$ cat src/logic/ddr_test_pkg.sv
package ddr_test_pkg;

  ////////////////////////////////////////////////////////////
  // memory port widths, same shape as the ddr3 user port
  ////////////////////////////////////////////////////////////
  localparam int byte_addr_w = 30;
  localparam int data_w      = 32;
  localparam int bl_w        = 6;   // word count minus one
  localparam int paddr_w     = 8;   // apb offset width

  // bit 0 of the mcb instr field
  localparam logic cmd_write = 1'b0;
  localparam logic cmd_read  = 1'b1;

  ////////////////////////////////////////////////////////////
  // host register map, byte offsets
  ////////////////////////////////////////////////////////////
  localparam logic [paddr_w-1:0] reg_addr   = 8'h00;
  localparam logic [paddr_w-1:0] reg_wdata  = 8'h04;
  localparam logic [paddr_w-1:0] reg_cmd    = 8'h08;  // bit 0 direction
  localparam logic [paddr_w-1:0] reg_rdata  = 8'h0C;
  localparam logic [paddr_w-1:0] reg_status = 8'h10;  // bit 0 busy, bit 1 rd valid

endpackage

$ cat src/logic/port_arbiter.sv
module port_arbiter
  import ddr_test_pkg::*;
(
  input  logic                   clk_50m,
  input  logic                   sys_rst_i,
  input  logic                   h_cmd_req,
  input  logic                   h_cmd_rw,
  input  logic [bl_w-1:0]        h_cmd_bl,
  input  logic [byte_addr_w-1:0] h_cmd_byte_addr,
  output logic                   h_cmd_ack,
  input  logic                   h_rd_en,
  output logic                   h_rd_empty,
  input  logic                   f_cmd_req,
  input  logic [bl_w-1:0]        f_cmd_bl,
  input  logic [byte_addr_w-1:0] f_cmd_byte_addr,
  output logic                   f_cmd_ack,
  input  logic                   f_rd_en,
  output logic                   f_rd_empty,
  output logic                   m_cmd_en,
  output logic                   m_cmd_rw,
  output logic [bl_w-1:0]        m_cmd_bl,
  output logic [byte_addr_w-1:0] m_cmd_byte_addr,
  input  logic                   m_cmd_full,
  output logic                   m_rd_en,
  input  logic                   m_rd_empty
);
  localparam int tag_n = 4;  // reads in flight

  logic            rr_ptr;   // 1 favours the fetcher
  logic            grant_h;
  logic            grant_f;
  logic            tq_own [tag_n];  // 1 = fetcher
  logic [bl_w-1:0] tq_bl  [tag_n];
  logic [2:0]      tq_wp;
  logic [2:0]      tq_rp;
  logic            tq_empty;
  logic            tq_full;
  logic            tag_push;
  logic            head_own;
  logic [bl_w-1:0] word_cnt;        // words popped for head tag

  assign tq_empty = tq_wp == tq_rp;
  assign tq_full  = (tq_wp[2] != tq_rp[2]) && (tq_wp[1:0] == tq_rp[1:0]);

  // round robin, one command per cycle
  assign grant_h   = h_cmd_req && (!f_cmd_req || !rr_ptr);
  assign grant_f   = f_cmd_req && !grant_h;
  assign m_cmd_en  = (grant_h || grant_f) && !m_cmd_full && !tq_full;
  assign h_cmd_ack = grant_h && m_cmd_en;
  assign f_cmd_ack = grant_f && m_cmd_en;

  assign m_cmd_rw        = grant_h ? h_cmd_rw : cmd_read;  // fetcher only reads
  assign m_cmd_bl        = grant_h ? h_cmd_bl : f_cmd_bl;
  assign m_cmd_byte_addr = grant_h ? h_cmd_byte_addr : f_cmd_byte_addr;
  assign tag_push        = m_cmd_en && (m_cmd_rw == cmd_read);

  // only the head owner sees data
  assign head_own   = tq_own[tq_rp[1:0]];
  assign h_rd_empty = m_rd_empty || tq_empty || head_own;
  assign f_rd_empty = m_rd_empty || tq_empty || !head_own;
  assign m_rd_en    = head_own ? (f_rd_en && !f_rd_empty) : (h_rd_en && !h_rd_empty);

  always_ff @(posedge clk_50m) begin
    if (tag_push) begin
      tq_own[tq_wp[1:0]] <= grant_f;
      tq_bl[tq_wp[1:0]]  <= m_cmd_bl;
    end
  end

  always_ff @(posedge clk_50m or negedge sys_rst_i) begin
    if (!sys_rst_i) begin
      rr_ptr   <= 1'b0;
      tq_wp    <= '0;
      tq_rp    <= '0;
      word_cnt <= '0;
    end else begin
      if (m_cmd_en) rr_ptr <= grant_h;  // winner drops to low priority
      if (tag_push) tq_wp <= tq_wp + 3'd1;
      if (m_rd_en) begin
        if (word_cnt == tq_bl[tq_rp[1:0]]) begin
          word_cnt <= '0;  // last word, drop tag
          tq_rp    <= tq_rp + 3'd1;
        end else begin
          word_cnt <= word_cnt + 1'b1;
        end
      end
    end
  end

endmodule

$ cat config.mk
export PLATFORM = sky130hd
export DESIGN_NAME = port_arbiter
export DESIGN_NICKNAME = d
export VERILOG_FILES = /design/src/logic/ddr_test_pkg.sv /design/src/logic/port_arbiter.sv
export SDC_FILE = /design/constraint.sdc
export NUM_CORES = 1
export LEC_CHECK = 0
export ABC_AREA = 1
export CAP_MARGIN = 20
export CORE_ASPECT_RATIO = 0.8
export CORE_UTILIZATION = 65
export DETAILED_ROUTE_END_ITERATION = 12
export DONT_BUFFER_PORTS = 1
export PLACE_DENSITY = 0.81
export RECOVER_POWER = 100
export SLEW_MARGIN = 20
export SYNTH_ARGS = -nofsm -noshare
export SYNTH_HDL_FRONTEND = slang
export SYNTH_SLANG_ARGS = --single-unit
$ cat constraint.sdc
create_clock -name clk_50m -period 3.95 [get_ports clk_50m]
set_clock_uncertainty 0.15 [all_clocks]
set_input_delay 0.395 -clock clk_50m [delete_from_list [all_inputs] [get_ports clk_50m]]
set_output_delay 0.395 -clock clk_50m [all_outputs]
set_load 0.02 [all_outputs]
==> results.tsv <==
metric	value	unit
outcome	completed	
Cell Pwr Density	608	nW/um2
clock buffer depth	2	
ANT cells	0	
hold path start	h_cmd_req	
Hold-fix buffers, CTS	1	
Final Hold Vio Count	0	
Overflow after GRT	0	
commonest non-fill, non-tap cell in the layout	nand2_1	
length of routed met2 wiring	2750	um
CP max FO	19	
cell family with most CP delay	simple AND/OR/NAND/NOR gates	
syn_nets	432	
nature of the critical path startpoint	register	
share of power burned in registers	0.400	
initial DRC count	148	
Worst setup startpoint	tq_rp[0]	
Tot GR Track Use	0.296	
Reg clk slew, reported paths	0.08	ns
share of layout cells above drive strength 1	0.0641	
post-layout net count	429	
Switching Share	0.463	
Cells after DPL	389	
#FFs+latches synth	41	
fmax	336	MHz
CP arrival	2.76	ns
residual DRC count	0	
post_cts resized	0	
CP Class	register to register	
fin worst setup slack	0.978	ns
endpoints failing setup	0	
Die H	58.5	um
Min Clock Period, post-route	2.97	ns
Worst setup EP type	register	
cell count after synthesis	345	
Initial DRT Pass Iterations	5	
Worst Max-Slew Pin Slew	1.00	ns
Most common cell on crit path	nand2_1	
IO buf count	0	
H-tree Lvls	2	
top cell type's share of synthesized area	0.324	
pre-CTS setup slack	1.24	ns
Netlist Area Pre-Place	2590	um2
die width	72.6	um
initial antenna violation count	0	
critical path's largest stage delay	0.87	ns
CTS root buf	clkbuf_8	
unrepaired setup endpoints after global routing	no	
library cells used by synthesis	28	
top routing layer used	met4	
worst hold path class	input pin to register	
post-synth top area cell	edfxtp_1	
Area contributors post-synth	edfxtp_1, nand2_1, dfrtp_1	
P&R area growth vs syn	2.70	%
die area	4250	um2
Num CTS Buffers	5	
via density per instance	5.47	
vias in the first global route	1855	
DRT Wirelength	5930	um
Initial Utilization	0.682	
syn_area_per_cell	7.52	um2
post-route ant nets	0	
slowest CP cell	dfrtp_1	
Slew Viols, Final	0	
most frequent cells in the layout	nand2_1, nand3_1, edfxtp_1, inv_1, dfrtp_1	
fin util	0.701	
CTS tree	yes	
largest net degree at the start of global routing	39	
met1 wire length	2700	um
Pint	870	uW
Req. time, crit path	3.74	ns
Seq/Total Area, Yosys	0.449	
Peak VDD IR	0.298	mV
Clk pwr share	0.171	
Sink Count	41	
io pins	124	
setup TNS	0	ns
MaxCap Viol Count	0	
Sw Pwr	751	uW
Worst Path Buf+Inv	2	
Syn. warnings	0	
# rows	20	
via count	2177	
Met3 Routed Length	432	um
postcts setup bufs	0	
clk_lat worst skew	0.30	ns
leakage power	1.34	nW
routed length per instance	14.9	um
Slew HR	0.332	
Post-DP HPWL	4580	um
first-pass GRT wire length	9260	um
core area	3800	um2
final std cells w/o fill	398	
GPL Wtd Cong	0.882	
critical path, cell by cell	xnor2_1 > nand2_1 > o21bai_1 > inv_1 > nand2_1 > inv_1 > nand2_1 > nor2_1	
Final period util	0.752	
power share of the combinational group	0.429	
Worst R2R Start	tq_rp[0]	
routing by layer:
metal,global-route usage,vias up
met2,0.462,90
met1,0.411,1003
met4,0.0756,0
met5,0,-
li1,-,1078
met3,0.0856,6
synthesized netlist by cell type:
master	n
nand3_1	29
nor2_1	6
nand4_1	5
buf_2	2
dfrtp_1	13
buf_6	3
inv_8	1
nand2_4	2
or2_2	1
o21ai_0	2
xor2_1	5
ha_1	6
nor2_8	1
nand3b_1	1
buf_4	1
nor3_1	2
buf_8	1
xnor2_1	2
nand2_1	192
inv_1	21
inv_2	2
o21bai_2	1
nor2_4	1
clkbuf_1	2
buf_1	4
nand3_2	5
nand2_2	6
edfxtp_1	28
cell families (layout without fill, tap and decap cells):
logic type                 after synthesis  after routing  synth area share
DFF                                     41             41             0.449
AOI/OAI and AO/OA                        3              3           0.00820
and+or+nand+nor                        251            251             0.418
xor gates and xnor gates                 7              7            0.0236
buffers and inverters                   37             35            0.0718
adders and majority gates                6              6            0.0289
state kept, by name, summed over array words and instances, names as in the netlist:
register,cells
tq_bl,24
word_cnt,6
tq_own,4
tq_rp,3
tq_wp,3
rr_ptr,1
area by class of cell:
class | count | area (um2)
Clock buffer | 6 | 72.6
Clock inverter | 2 | 15.0
Fill cell | 311 | 1140
Inverter | 24 | 97.6
Multi-Input combinational cell | 267 | 1220
Sequential cell | 41 | 1170
Tap cell | 55 | 68.8
Timing Repair Buffer | 3 | 21.3
path summary, 6_finish.rpt:
check	to	slack (ns)	depth (start not counted)
worst max-delay path	tq_bl[0][4]	0.98	8
worst min-delay path	rr_ptr	0.25	2
worst max register to register	tq_bl[0][4]	0.98	8
worst min register to register	rr_ptr	0.36	2
max in group asynchronous	word_cnt[4]	2.83	1
min in group asynchronous	word_cnt[2]	0.41	1
power by group through the flow:
stage,Clock (mW),Sequential [mW],Combinational [mW]
after global placement,0,0.652,0.682
after global routing,0.300,0.659,0.778
after detailed placement,0,0.655,0.700
final,0.277,0.648,0.696
after CTS,0.282,0.646,0.708
after floorplan,0,0.603,0.664
metrics by stage:
stage	power [mW]	hold WS (ns)	instance area (um2)
2_1_floorplan	1.27	-0.0506	2590
3_3_place_gp	1.33	-0.0503	2590
3_5_place_dp	1.36	-0.0503	2590
4_1_cts	1.64	0.235	2690
5_1_grt	1.74	0.254	2670
6_report	1.62	0.246	2670
worst register-to-register path, cell delays in order (launching register included):
cell      delay, ns
dfrtp_1        0.87
xnor2_1        0.20
nand2_1        0.09
o21bai_1       0.12
inv_1          0.08
nand2_1        0.07
inv_1          0.21
nand2_1        0.22
nor2_1         0.61
No activity file was read; power rests on OpenSTA's default activity.
