## src/logic/ddr_test_pkg.sv

```systemverilog
package ddr_test_pkg;

  ////////////////////////////////////////////////////////////
  // memory port widths, same shape as the ddr3 user port
  ////////////////////////////////////////////////////////////
  localparam int byte_addr_w = 30;
  localparam int data_w      = 32;
  localparam int bl_w        = 6;   // word count minus one
  localparam int paddr_w     = 8;   // apb offset width

  // bit 0 of the mcb instr field
  localparam logic cmd_write = 1'b0;
  localparam logic cmd_read  = 1'b1;

  ////////////////////////////////////////////////////////////
  // host register map, byte offsets
  ////////////////////////////////////////////////////////////
  localparam logic [paddr_w-1:0] reg_addr   = 8'h00;
  localparam logic [paddr_w-1:0] reg_wdata  = 8'h04;
  localparam logic [paddr_w-1:0] reg_cmd    = 8'h08;  // bit 0 direction
  localparam logic [paddr_w-1:0] reg_rdata  = 8'h0C;
  localparam logic [paddr_w-1:0] reg_status = 8'h10;  // bit 0 busy, bit 1 rd valid

endpackage

```

## src/logic/line_fetch.sv

```systemverilog
module line_fetch
  import ddr_test_pkg::*;
#(
  parameter int line_words  = 64,
  parameter int burst_words = 8,
  parameter int rd_depth    = 16
) (
  input  logic                   clk_50m,
  input  logic                   sys_rst_i,
  input  logic                   line_start,
  input  logic [byte_addr_w-1:0] line_base_addr,
  output logic                   line_busy,
  output logic                   cmd_req,
  input  logic                   cmd_ack,
  output logic [bl_w-1:0]        cmd_bl,
  output logic [byte_addr_w-1:0] cmd_byte_addr,
  output logic                   rd_en,
  input  logic                   rd_empty,
  input  logic [data_w-1:0]      rd_data,
  output logic                   pix_valid,
  output logic [data_w-1:0]      pix_data,
  input  logic                   pix_ready
);
  localparam int lw = $clog2(line_words + 1);
  localparam int pw = $clog2(rd_depth + burst_words + 1);

  logic [lw-1:0] req_left;  // words not yet requested
  logic [lw-1:0] pix_left;  // pixels not yet taken
  logic [pw-1:0] pend;      // requested, not popped
  logic          room;
  logic          take;

  assign cmd_bl = bl_w'(burst_words - 1);
  // one slot kept free for a host word
  assign room   = (pend + pw'(burst_words)) <= pw'(rd_depth - 1);
  assign rd_en  = !rd_empty && (!pix_valid || pix_ready);
  assign take   = pix_valid && pix_ready;

  always_ff @(posedge clk_50m) begin
    if (rd_en) pix_data <= rd_data;
  end

  always_ff @(posedge clk_50m or negedge sys_rst_i) begin
    if (!sys_rst_i) begin
      line_busy     <= 1'b0;
      cmd_req       <= 1'b0;
      cmd_byte_addr <= '0;
      pix_valid     <= 1'b0;
      req_left      <= '0;
      pix_left      <= '0;
      pend          <= '0;
    end else begin
      if (line_start && !line_busy) begin
        line_busy     <= 1'b1;
        req_left      <= lw'(line_words);
        pix_left      <= lw'(line_words);
        cmd_byte_addr <= line_base_addr;
      end
      if (cmd_ack) begin
        cmd_req       <= 1'b0;
        req_left      <= req_left - lw'(burst_words);
        cmd_byte_addr <= cmd_byte_addr + byte_addr_w'(burst_words * 4);
      end else if (line_busy && (req_left != '0) && room && !cmd_req) begin
        cmd_req <= 1'b1;
      end
      pend <= pend + (cmd_ack ? pw'(burst_words) : pw'(0)) - (rd_en ? pw'(1) : pw'(0));
      if (rd_en) pix_valid <= 1'b1;
      else if (take) pix_valid <= 1'b0;
      if (take) begin
        pix_left <= pix_left - 1'b1;
        if (pix_left == lw'(1)) line_busy <= 1'b0;  // last pixel gone
      end
    end
  end

endmodule

```

## config.mk

```make
export PLATFORM = sky130hd
export DESIGN_NAME = line_fetch
export DESIGN_NICKNAME = d
export VERILOG_FILES = /design/src/logic/ddr_test_pkg.sv /design/src/logic/line_fetch.sv
export SDC_FILE = /design/constraint.sdc
export NUM_CORES = 1
export LEC_CHECK = 0
export BUFFER_PORTS_ARGS = -buffer_cell sky130_fd_sc_hd__clkbuf_2
export CAP_MARGIN = 5
export CORE_UTILIZATION = 40
export CTS_BUF_LIST = sky130_fd_sc_hd__clkbuf_8 sky130_fd_sc_hd__clkbuf_16
export CTS_CLUSTER_DIAMETER = 120
export DETAILED_ROUTE_END_ITERATION = 7
export GPL_TIMING_DRIVEN = 0
export PLACE_DENSITY_LB_ADDON = 0.3
export REMOVE_ABC_BUFFERS = 1
export SYNTH_ARGS = -nofsm -noshare
export SYNTH_HDL_FRONTEND = slang
export SYNTH_SLANG_ARGS = --single-unit
```

## constraint.sdc

```tcl
create_clock -name clk_50m -period 5.2 [get_ports clk_50m]
set_input_delay 1.04 -clock clk_50m [delete_from_list [all_inputs] [get_ports clk_50m]]
set_output_delay 1.04 -clock clk_50m [all_outputs]
set_load 0.005 [all_outputs]
```

==> out/summary.txt <==
======================================================================================================
Count of nets left with antenna violations after detail routing                                      0
Actual slew at the worst max-slew pin                                                          1.04 ns
P&R area growth vs syn                                                                           24.8%
Post-route minimum period                                                                      3.07 ns
Count of unresolved DRC violations after routing                                                     0
Cell family with the largest share of critical-path delay                                 compound AO/OA/AOI/OAI gates
Post-route design area                                                                       4860 um^2
Maximum clock frequency                                                                        325 MHz
Number of hold-slack violations in the final timing report                                           0
GR Overflow Total                                                                                    0
Cell chain of the critical path                                                           clkbuf_2 > inv_1 > a21oi_4 > clkbuf_2
Sum Neg Setup Slack                                                                               0 ns
Mapped cell area                                                                             3890 um^2
CP Max Fanout                                                                                       18
Sinks on Clock Net                                                                                  81
Cell with the biggest individual delay on the critical path                                    a21oi_4
Number of warnings issued by yosys                                                                   0
Main area contributors after synthesis                                                    dfrtp_1 32%, edfxtp_1 25%, nand2_1 5.8%
Number of synthesized register bits                                                                 81
Height of the chip                                                                              101 um
IR Drop Worst-Case VDD                                                                        0.174 mV
Clock transition at the register clock pins on the worst setup and hold paths after CTS        0.08 ns
Reg power frac                                                                                   0.459
Detailed Place HPWL                                                                            6000 um
Number of global-route vias before repair                                                        2,878
Number of violations of the max-capacitance limit                                                    0
Leak                                                                                           2.29 nW
Crit Reg-Reg Startpoint                                                                   pix_valid$_DFFE_PN0P_
Hold Crit Class                                                                           register to register
Initial DRC count                                                                                   92
Share of the synthesized area in the top cell type                                               0.315
Cell type contributing the most total cell area after synthesis                                dfrtp_1
Data required time at the worst endpoint                                                       4.16 ns
Slowest Stage Delay on Critical Path                                                           0.56 ns
Final setup vio count                                                                                0
Final wirelength                                                                               8540 um
Die Span X                                                                                      101 um
Depth of the worst hold-timing path                                                                  2
Cell Int Power                                                                                 1.41 mW
Net load switching power                                                                      0.850 mW
Gate count of the mapped netlist                                                                   364
CTS tree                                                                                         built
Cell depth of the worst flop-to-flop path                                                            7
Min-Delay Endpoint                                                                        cmd_req$_DFFE_PN0P_
Latest clock arrival within the worst-skew pair                                                0.36 ns
IO Port Bufs                                                                                       133
Number of vias per cell after detailed routing                                                    4.95
Post-Place Cell Area                                                                         4660 um^2
Hold bufs inserted after CTS                                                                         0
# Post-CTS Setup Buffers                                                                             0
GP Congestion                                                                                    0.786
Post-detailed-route wirelength per cell                                                        13.7 um
I/O Pins                                                                                           140
Library cell used as clock root buffer                                                        clkbuf_8
Number of cells upsized or downsized after cts                                                       0
Dominant cell type by count on the critical path                                              clkbuf_2
Hold path start                                                                           cmd_req$_DFFE_PN0P_
Worst slew margin relative to its limit                                                          0.305
RSZ-0062 raised after global routing                                                             false
Worst path buffer plus inverter count                                                                3
Most frequent cells after synthesis                                                       60 x nand2_1, 49 x dfrtp_1, 32 x edfxtp_1, 22 x and3_1
Worst flop-to-flop path endpoint                                                          pend[3]$_DFF_PN0_
Result of the run                                                                         finished, final reports clean
Final core area utilization                                                                      0.521
Share of final-layout standard cells stronger than drive strength 1                              0.339
Total core area                                                                              9330 um^2
Switching portion of total power                                                                 0.377
Final number of max-transition violations                                                            0
Number of flops mapped to enable cells by yosys                                                     32
Period utilisation layout                                                                        0.591
# rows                                                                                              35
Initial Utilization                                                                              0.417
Via count of the routed design                                                                   3,089
Leading cell type by number of instances after synthesis                                       nand2_1
Clock share of power                                                                             0.189
Worst Path Class, Setup                                                                   primary input to primary output
Data arrival, critical path                                                                    2.03 ns
Diodes inserted                                                                                      0
Sequential-to-total area share from yosys stat                                                   0.562
Final Non-Filler Cells                                                                             624
Power density relative to cell area                                                        465 nW/um^2
Worst-case register-to-register setup slack                                                    2.88 ns
Placed Instances                                                                                   607
Total Routing Usage GR                                                                           0.178
Count of distinct cell types in the synthesized netlist                                             50
DIE AREA                                                                                   10,100 um^2
Most frequently used flop master after synthesis                                               dfrtp_1
Synth async-reset ratio                                                                          0.605
Number of iterations in the first detailed-routing pass                                              4
Worst clock skew on the final layout                                                         0.0104 ns
Initial antenna violation count                                                                      0
Buffers from clock root to sink, at most                                                             2
Type of destination of the critical path                                                  primary output
Critical path launch point type                                                           primary input
H-tree depth                                                                                         3
Logic gate share of total power                                                                  0.351
CTS Buf Count                                                                                        9
Avg Cell Area, Syn                                                                           10.7 um^2
Number of nets in the final layout                                                                 570
Global-route wire length before repair                                                       13,800 um
Maximum number of pins on one net before global-route repair                                        50
======================================================================================================
[cell type report]
class / instances / area, um^2
sequential: 81 / 2190
timing repair buffer: 136 / 741
multi-input combinational: 243 / 1520
clock inverter: 7 / 52.6
fill: 876 / 4470
tap: 129 / 161
clock buffer: 9 / 124
inverter: 19 / 71.3
[cell families after synthesis]
family / synth area share
AOI/OAI and AO/OA: 0.0945
and+or+nand+nor: 0.186
other: 0.00193
buffers and inverters: 0.0553
xor gates and xnor gates: 0.0405
DFF: 0.562
adders and majority gates: 0.0405
muxes: 0.0196
[worst max path at each step]
stage,from,end,slack [ns],cells past startpoint
CTS,pix_ready,rd_en,2.11,4
detailed placement,cmd_ack,pend[4]$_DFF_PN0_,1.79,7
finish,pix_ready,rd_en,2.13,4
floorplan,pix_ready,pend[3]$_DFF_PN0_,1.16,7
global route,cmd_ack,pend[4]$_DFF_PN0_,2.00,7
global placement,pix_ready,rd_en,0.38,4
[flip-flops by register name, indices dropped and copies added (netlist names)]
register       cells
pix_data          32
cmd_byte_addr     30
pix_left           7
pend               5
req_left           4
cmd_req            1
line_busy          1
pix_valid          1
[metrics by stage]
step | total power, mW | hold WS [ns] | worst slack (ns)
after global routing | 2.46 | 0.545 | 2.00
after CTS | 2.28 | 0.520 | 2.11
final | 2.26 | 0.511 | 2.13
after global placement | 1.80 | 0.486 | 0.385
after floorplan | 1.55 | 0.468 | 1.16
after detailed placement | 1.84 | 0.498 | 1.79
[worst reg2reg max path, cell delays in order (launching register included)]
cell and delay (ns):
dfrtp_1 0.47, a21oi_4 0.58, buf_16 0.23, ha_1 0.15, inv_1 0.04, ha_1 0.20
fa_1 0.38, xor2_1 0.17
[power by group through the flow]
| stage | Sequential (mW) | Clock (mW) | Combinational [mW] |
|---|---|---|---|
| final | 1.04 | 0.427 | 0.793 |
| after global routing | 1.07 | 0.470 | 0.919 |
| after CTS | 1.03 | 0.443 | 0.802 |
| after detailed placement | 1.05 | 0 | 0.798 |
| after global placement | 1.04 | 0 | 0.763 |
| after floorplan | 1.02 | 0 | 0.527 |
[placed cells by master (no fill, tap or decap), types with 2 or more instances in the layout]
cell type and n:
nand2b_1 2, and4_1 3, clkbuf_2 132, or4_1 6, xor2_1 11, or3_2 2, mux2_2 5, buf_16 2
and2_1 2, xnor2_1 7, o41ai_1 2, o21ai_0 15, clkbuf_8 9, o31ai_1 6, nand3_1 10, inv_1 19
nand2_1 60, a21oi_1 18, a31oi_1 11, edfxtp_1 32, mux2i_1 2, nand4_1 7, dfrtp_1 49, ha_1 11
nor4_1 3, clkinv_4 2, inv_6 3, conb_1 6, and3_1 22, nor3_1 6, nor2_1 8
[per-layer routing]
layer,part of all wire,routed length [um],global-route usage
met4,0.019,161,0.0836
met2,0.49,4220,0.292
met5,0,0,0
met3,0.052,445,0.0333
met1,0.43,3710,0.227
(Power assumes the default switching activity.)
