$ cat src/logic/ddr_test_pkg.sv
package ddr_test_pkg;

  ////////////////////////////////////////////////////////////
  // memory port widths, same shape as the ddr3 user port
  ////////////////////////////////////////////////////////////
  localparam int byte_addr_w = 30;
  localparam int data_w      = 32;
  localparam int bl_w        = 6;   // word count minus one
  localparam int paddr_w     = 8;   // apb offset width

  // bit 0 of the mcb instr field
  localparam logic cmd_write = 1'b0;
  localparam logic cmd_read  = 1'b1;

  ////////////////////////////////////////////////////////////
  // host register map, byte offsets
  ////////////////////////////////////////////////////////////
  localparam logic [paddr_w-1:0] reg_addr   = 8'h00;
  localparam logic [paddr_w-1:0] reg_wdata  = 8'h04;
  localparam logic [paddr_w-1:0] reg_cmd    = 8'h08;  // bit 0 direction
  localparam logic [paddr_w-1:0] reg_rdata  = 8'h0C;
  localparam logic [paddr_w-1:0] reg_status = 8'h10;  // bit 0 busy, bit 1 rd valid

endpackage

$ cat src/logic/apb_mem_host.sv
module apb_mem_host
  import ddr_test_pkg::*;
(
  input  logic                   clk_50m,
  input  logic                   sys_rst_i,
  input  logic                   psel,
  input  logic                   penable,
  input  logic                   pwrite,
  input  logic [paddr_w-1:0]     paddr,
  input  logic [data_w-1:0]      pwdata,
  output logic [data_w-1:0]      prdata,
  output logic                   pready,
  output logic                   pslverr,
  input  logic                   cmd_ack,
  output logic                   cmd_req,
  output logic                   cmd_rw,
  output logic [bl_w-1:0]        cmd_bl,
  output logic [byte_addr_w-1:0] cmd_byte_addr,
  output logic                   wr_en,
  output logic [data_w-1:0]      wr_data,
  input  logic                   wr_full,
  output logic                   rd_en,
  input  logic                   rd_empty,
  input  logic [data_w-1:0]      rd_data
);
  localparam logic [1:0] st_idle = 2'd0;
  localparam logic [1:0] st_push = 2'd1;  // write word into wr queue
  localparam logic [1:0] st_req  = 2'd2;
  localparam logic [1:0] st_wait = 2'd3;  // read word pending

  logic [1:0]             state;
  logic [byte_addr_w-1:0] addr_q;
  logic [data_w-1:0]      wdata_q;
  logic [data_w-1:0]      rdata_q;
  logic                   busy;
  logic                   rd_valid;
  logic                   access;
  logic                   known;
  logic                   wr_ok;
  logic                   start;

  ////////////////////////////////////////////////////////////
  // apb side, zero wait states
  ////////////////////////////////////////////////////////////
  assign access  = psel && penable;
  assign known   = paddr inside {reg_addr, reg_wdata, reg_cmd, reg_rdata, reg_status};
  assign pready  = 1'b1;
  assign pslverr = access && (!known || (pwrite && (paddr == reg_cmd) && busy));
  assign wr_ok   = access && pwrite && !pslverr;
  assign start   = wr_ok && (paddr == reg_cmd);

  always_comb begin
    case (paddr)
      reg_addr:   prdata = data_w'(addr_q);
      reg_wdata:  prdata = wdata_q;
      reg_rdata:  prdata = rdata_q;
      reg_status: prdata = data_w'({rd_valid, busy});
      default:    prdata = '0;  // reg_cmd reads as zero
    endcase
  end

  always_ff @(posedge clk_50m) begin
    if (wr_ok && (paddr == reg_addr)) addr_q <= pwdata[byte_addr_w-1:0];
    if (wr_ok && (paddr == reg_wdata)) wdata_q <= pwdata;
    if (start) begin
      cmd_byte_addr <= addr_q;  // frozen for the whole command
      wr_data       <= wdata_q;
    end
    if (rd_en) rdata_q <= rd_data;
  end

  ////////////////////////////////////////////////////////////
  // command engine
  ////////////////////////////////////////////////////////////
  assign cmd_req = state == st_req;
  assign cmd_bl  = '0;  // single word
  assign wr_en   = (state == st_push) && !wr_full;
  assign rd_en   = (state == st_wait) && !rd_empty;

  always_ff @(posedge clk_50m or negedge sys_rst_i) begin
    if (!sys_rst_i) begin
      state    <= st_idle;
      busy     <= 1'b0;
      rd_valid <= 1'b0;
      cmd_rw   <= cmd_write;
    end else begin
      case (state)
        st_idle: if (start) begin
          busy     <= 1'b1;
          rd_valid <= 1'b0;
          cmd_rw   <= pwdata[0];
          state    <= (pwdata[0] == cmd_read) ? st_req : st_push;
        end
        st_push: begin
          if (!wr_full) state <= st_req;  // data ahead of its command
        end
        st_req: if (cmd_ack) begin
          if (cmd_rw == cmd_read) begin
            state <= st_wait;
          end else begin
            busy  <= 1'b0;  // write handed off
            state <= st_idle;
          end
        end
        default: if (!rd_empty) begin
          rd_valid <= 1'b1;
          busy     <= 1'b0;
          state    <= st_idle;
        end
      endcase
    end
  end

endmodule

$ cat config.mk
export PLATFORM = sky130hd
export DESIGN_NAME = apb_mem_host
export DESIGN_NICKNAME = d
export VERILOG_FILES = /design/src/logic/ddr_test_pkg.sv /design/src/logic/apb_mem_host.sv
export SDC_FILE = /design/constraint.sdc
export NUM_CORES = 1
export LEC_CHECK = 0
export ABC_AREA = 1
export ABC_CLOCK_PERIOD_IN_PS = 2800
export BUFFER_PORTS_ARGS = -buffer_cell sky130_fd_sc_hd__clkbuf_2
export CORE_UTILIZATION = 50
export CTS_BUF_LIST = sky130_fd_sc_hd__clkbuf_8 sky130_fd_sc_hd__clkbuf_16
export DETAILED_ROUTE_END_ITERATION = 16
export PLACE_DENSITY = 0.77
export SLEW_MARGIN = 40
export SYNTH_ARGS = -nofsm -noshare
export SYNTH_HDL_FRONTEND = slang
export SYNTH_SLANG_ARGS = --single-unit
export TNS_END_PERCENT = 20
$ cat constraint.sdc
create_clock -name clk_50m -period 2.8 [get_ports clk_50m]
set_input_delay 0.56 -clock clk_50m [delete_from_list [all_inputs] [get_ports clk_50m]]
set_output_delay 0.56 -clock clk_50m [all_outputs]
set_load 0.05 [all_outputs]
==> results of run 1 <==
## state kept, by name (all words and copies together), names as in the netlist
register	flops
busy	1
wr_data	32
cmd_rw	1
rd_valid	1
state	2
wdata_q	32
addr_q	30
cmd_byte_addr	30
rdata_q	32
## how the worst min path moves through the flow
stage	startpoint	slack [ns]	cells after the start	end
after global routing	rd_data[14]	0.29	1	rdata_q[14]$_DFFE_PP_
after floorplan	sys_rst_i	0.26	0	busy$_DFFE_PN0P_
final	rd_data[11]	0.31	1	rdata_q[11]$_DFFE_PP_
after global placement	sys_rst_i	0.38	1	state[1]$_DFFE_PN0P_
after detailed placement	sys_rst_i	0.39	1	state[1]$_DFFE_PN0P_
after CTS	rd_data[11]	0.30	1	rdata_q[11]$_DFFE_PP_
## through the flow
step	total power, µW	std cells
final	5390	745
after global routing	5570	745
after CTS	5420	745
after detailed placement	3170	712
after global placement	3140	712
after floorplan	3030	390
## layout make-up
cell class / count / area (µm²) / share of cell area (%)
Tap cell: 143 / 179 / 2.34
Inverter: 15 / 56.3 / 0.737
Timing Repair Buffer: 196 / 1040 / 13.6
Multi-Input combinational cell: 198 / 962 / 12.6
Clock buffer: 17 / 425 / 5.57
Clock inverter: 15 / 161 / 2.11
Sequential cell: 161 / 4810 / 63.0
## power groups by stage
stage	logic [µW]	registers (µW)	clock network, µW
after floorplan	283	2750	0
after global placement	388	2760	0
after detailed placement	412	2760	0
after CTS	423	2710	2290
after global routing	466	2710	2400
final	426	2710	2260
## layer usage
| layer | routed length, µm | part of all wire [%] |
|---|---|---|
| met5 | 0 | 0 |
| met4 | 288 | 2.2 |
| met3 | 996 | 7.7 |
| met2 | 6600 | 51 |
| met1 | 5000 | 39 |
## kinds of logic after synthesis
kind of cell / after synthesis / synth area share [%]
fa+ha+maj: 4 / 0.849
buf+inv: 31 / 2.78
flops: 161 / 81.6
compound gates: 8 / 0.849
other cells: 2 / 0.127
simple gates: 179 / 13.8
## layout by cell type (no fill, tap or decap), types with 3 or more instances in the layout
cell,count
clkbuf_2,178
clkbuf_16,17
ha_1,4
edfxtp_1,156
nor2_1,11
conb_1,7
nor2_2,3
inv_6,3
nand3_1,35
clkinvlp_4,5
a21oi_1,4
buf_4,16
nor2_4,8
nand2_1,112
dfrtp_1,5
inv_1,14
## critical path: stages
cell and delay, ns:
clkbuf_2 0.09, nor2_2 0.14, nand2_4 0.11, nor2_4 0.37, buf_4 0.27, nand2_1 0.08, nand3_1 0.11, clkbuf_2 0.28
## what timing repair did
| item | 4_1_cts | 5_1_grt |
|---|---|---|
| hold endpoints to repair | 5 | 0 |
| hold buffers | 1 | 0 |
| setup buffers | 0 | 0 |
==> results.cfg, run 1 <==
[status]
status = complete, no violations

[critical_path]
critPathRequiredTime_ns = 2.24
cp_data_arrival_time_ns = 2.03
crit_path_end_kind = output pin
critPathMaxFanout = 15
r2r_end = state[1]$_DFFE_PN0P_
regToRegSetupSlack_ns = 1.13
startpoint = paddr[5]
crit_type = input port to output pin
r2r.worst_path.cells = 9
critPathCapture = prdata[5]
r2r-start = state[0]$_DFFE_PN0P_
start_kind = input port

[grt]
use_met1_pct = 25.4
first_global_vias = 3930
antenna_found_initial = 0
use_met3_pct = 8.01
overflow = 0
grt.total_usage_pct = 22.2
grt_pass1_wl_um = 20200
globalRoute.busiestLayer = met2
grt_max_degree = 33
met2_usage_pct = 38.1

[finish]
fin_util_pct = 66.6
antenna_cells = 0
syn2layout_area_growth_pct = 29.5
fin_nets = 673
design_area_um2 = 7630
nFillCells = 815
drive_above_1_share_pct = 40.5

[clock_tree]
path_clk_slew_ns = 0.07
clk_latency_ns = 0.42
cts_resized = 0
root_buffer = clkbuf_16
cts_tree = built
cts_max_path_buffers = 2
clkSinkCount = 161
numCtsBuffers = 17
h-tree-depth = 4

[timing]
finalHoldWorstSlack_ns = 0.312
clock_skew_ns = 0.00737
finalMaxSlewViolations = 0
setup_ws_ns = 0.207
period_needed_ns = 2.59
hold_viol = 0
setup_viol = 0
finalSetupTns_ns = 0
rsz0062_at_grt = no
fmax_ghz = 0.386
timing.final.crit_share_pct = 92.6

[synthesis]
synth_edf_count = 156
synth_cells = 385
yosysSeqAreaShare_pct = 81.6
syn_area_um2 = 5890
yosys-top-cells-count = edfxtp_1 (156), nand2_1 (112), nand3_1 (35)
yosysUniqueCellTypes = 24
syn_area_per_cell_um2 = 15.3
yosysWarnings = 0
async_flop_share_pct = 3.11
synth_top_area_share_pct = 79.5
synth_top_area_cell = edfxtp_1
ys_top_cells_by_area = edfxtp_1 (79%), nand2_1 (7.1%), nand3_1 (3.0%)
yosysMostFrequentCell = edfxtp_1
synth-seq-cells = 161
synth_flop_cell = edfxtp_1

[die]
rows = 39
dieArea_um2 = 12200
dieHeight_um = 111
initial_core_util_pct = 51.4
core_um2 = 11500
fp.dieW_um = 111
ioPinCount = 186

[pwr]
internal_power_uw = 4140
p_comb_share_pct = 7.9
power.switching_uw = 1250
ir_drop_uv = 628
share_seq_of_total_power_pct = 50.2
p_sw_share_pct = 23.2
power.density_nw_per_um2 = 707
cellLeakagePower_uw = 0.00308
power.share.clock_pct = 41.9

[drt]
antenna_left = 0
vias_per_cell = 5.10
initialDrtViolationCount = 245
firstDrtPassIters = 5
vias = 3799
drc = 0
wirelength_um = 12900
wire_per_inst_um = 17.3

[place]
port_buffers = 178
dp_slack_ns = 0.193
place_area_um2 = 7040
dp.final_hpwl_um = 9180
place_congestion = 0.830

[worst_hold_path]
hp-class = input port to register

[run]
maxCapViolations = 0
(Power assumes the default switching activity.)
==> run 2: changes to the inputs <==
--- a/config.mk
+++ b/config.mk
@@ -6,12 +6,13 @@
 export NUM_CORES = 1
 export LEC_CHECK = 0
 export ABC_AREA = 1
-export ABC_CLOCK_PERIOD_IN_PS = 2800
+export ABC_CLOCK_PERIOD_IN_PS = 2900
 export BUFFER_PORTS_ARGS = -buffer_cell sky130_fd_sc_hd__clkbuf_2
 export CORE_UTILIZATION = 50
 export CTS_BUF_LIST = sky130_fd_sc_hd__clkbuf_8 sky130_fd_sc_hd__clkbuf_16
 export DETAILED_ROUTE_END_ITERATION = 16
 export PLACE_DENSITY = 0.77
+export SKIP_CTS_REPAIR_TIMING = 1
 export SLEW_MARGIN = 40
 export SYNTH_ARGS = -nofsm -noshare
 export SYNTH_HDL_FRONTEND = slang
==> constraint.sdc (replaced) <==
create_clock -name clk_50m -period 2.9 [get_ports clk_50m]
set_input_delay 0.58 -clock clk_50m [delete_from_list [all_inputs] [get_ports clk_50m]]
set_output_delay 0.58 -clock clk_50m [all_outputs]
set_load 0.05 [all_outputs]
==> results.cfg, run 2 (synthesis results as in run 1) <==
[die]
dieArea_um2 = 12200
initial_core_util_pct = 51.4
ioPinCount = 186
core_um2 = 11500
rows = 39
fp.dieW_um = 111
dieHeight_um = 111

[pwr]
share_seq_of_total_power_pct = 48.7
internal_power_uw = 4170
cellLeakagePower_uw = 0.00308
power.total_uw = 5370
ir_drop_uv = 538
p_comb_share_pct = 7.6
p_sw_share_pct = 22.3
power.density_nw_per_um2 = 702
power.switching_uw = 1200
power.share.clock_pct = 43.7

[timing]
period_needed_ns = 2.67
timing.final.crit_share_pct = 92.2
rsz0062_at_grt = no
fmax_ghz = 0.374
worst_pin_slew_ns = 0.501
clock_skew_ns = 0.00830
hold_viol = 0
finalMaxSlewViolations = 0
finalHoldWorstSlack_ns = 0.334
setup_viol = 0
slew_headroom_pct = 66.6

[finish]
antenna_cells = 0
reg_top3 = rdata_q: 32 flops, wdata_q: 32 flops, wr_data: 32 flops
final_common_cell = clkbuf_2
drive_above_1_share_pct = 40.2
syn2layout_area_growth_pct = 29.7
fin_util_pct = 66.7
nFillCells = 805
final_cell_mix = clkbuf_2 (178), edfxtp_1 (156), nand2_1 (112), nand3_1 (35), clkbuf_16 (17)
fin_cells = 740
fin_nets = 668
final-seq-area_um2 = 4810
multi_input_area_um2 = 962

[critical_path]
crit_path_end_kind = output pin
slowest_stage = nor2_4
path_cells = clkbuf_2 > nor2_2 > nand2_1 > nor2_4 > buf_4 > nand2_1 > nand3_1 > clkbuf_2
cp_data_arrival_time_ns = 2.09
critPathMaxFanout = 15
critPathRequiredTime_ns = 2.32
max_stage_delay_ns = 0.38
start_kind = input port
crit_type = input port to output pin

[drt]
vias_per_cell = 5.07
firstDrtPassIters = 4
wire_per_inst_um = 17.6
drc = 0
initialDrtViolationCount = 228
wirelength_um = 13000
vias = 3751
antenna_left = 0

[grt]
grt_pass1_wl_um = 20100
grt.total_usage_pct = 22.2
grt_max_degree = 36
overflow = 0
antenna_found_initial = 0
first_global_vias = 3935

[place]
dp_cells = 707
place_congestion = 0.852
dp.final_hpwl_um = 8900
port_buffers = 178

[status]
status = complete, no violations

[clock_tree]
numCtsBuffers = 17
clk_latency_ns = 0.42
h-tree-depth = 4
clkSinkCount = 161
cts_max_path_buffers = 2
cts_tree = built
root_buffer = clkbuf_16
path_clk_slew_ns = 0.07

[run]
maxCapViolations = 0

[worst_hold_path]
hp-class = input port to register
-- run 2: changes by cell type in the layout (fill, tap and decap cells not counted) --
cell        delta
buf_4          -5
bufinv_16      +2
clkinv_4       +3
clkinvlp_4     -2
inv_1          -1
inv_6          -1
inv_8          -1
-- run 2: path summary, 6_finish.rpt --
| kind | start | endpoint | slack [ns] | depth (start not counted) |
|---|---|---|---|---|
| max in group asynchronous | sys_rst_i | busy$_DFFE_PN0P_ | 2.25 | 2 |
| worst max-delay path | paddr[1] | prdata[5] | 0.23 | 8 |
| worst min-delay path | rd_data[29] | rdata_q[29]$_DFFE_PP_ | 0.33 | 1 |
| min in group asynchronous | sys_rst_i | state[0]$_DFFE_PN0P_ | 0.51 | 2 |
| worst max register to register | state[0]$_DFFE_PN0P_ | state[0]$_DFFE_PN0P_ | 1.25 | 9 |
| worst min register to register | wdata_q[4]$_DFFE_PP_ | wr_data[4]$_DFFE_PN_ | 0.44 | 0 |
-- run 2: routing by layer --
layer,wire (µm),track usage [%],vias up
li1,-,-,1748
met2,6610,37.8,171
met4,316,9.33,0
met1,5130,25.8,1804
met5,0,0,-
met3,953,7.35,28
-- run 2: critical path: cells and delay by family --
kind,cells,cell delay [ns]
buffers and inverters,3,0.64
AND/OR/NAND/NOR,5,0.85
-- run 2: power by group through the flow --
stage          logic (µW)  clock network [µW]  registers (µW)
4_1_cts               404                2380            2610
3_5_place_dp          396                   0            2660
3_3_place_gp          373                   0            2660
5_1_grt               446                2460            2620
2_1_floorplan         273                   0            2660
6_report              406                2350            2610
-- run 2: per-stage QoR --
step / worst slack [ns] / instance area, µm² / setup TNS, ns
3_5_place_dp: 0.224 / 7000 / 0
3_3_place_gp: 0.300 / 7000 / 0
4_1_cts: 0.231 / 7630 / 0
6_report: 0.226 / 7640 / 0
5_1_grt: 0.0696 / 7640 / 0
2_1_floorplan: -0.0994 / 5920 / -3.56
-- run 2: area by class of cell --
cell class	instances	share of cell area [%]
Tap cell	143	2.34
Multi-Input combinational cell	198	12.6
Clock inverter	15	2.73
Inverter	15	0.736
Sequential cell	161	62.9
Clock buffer	17	5.56
Timing Repair Buffer	191	13.1
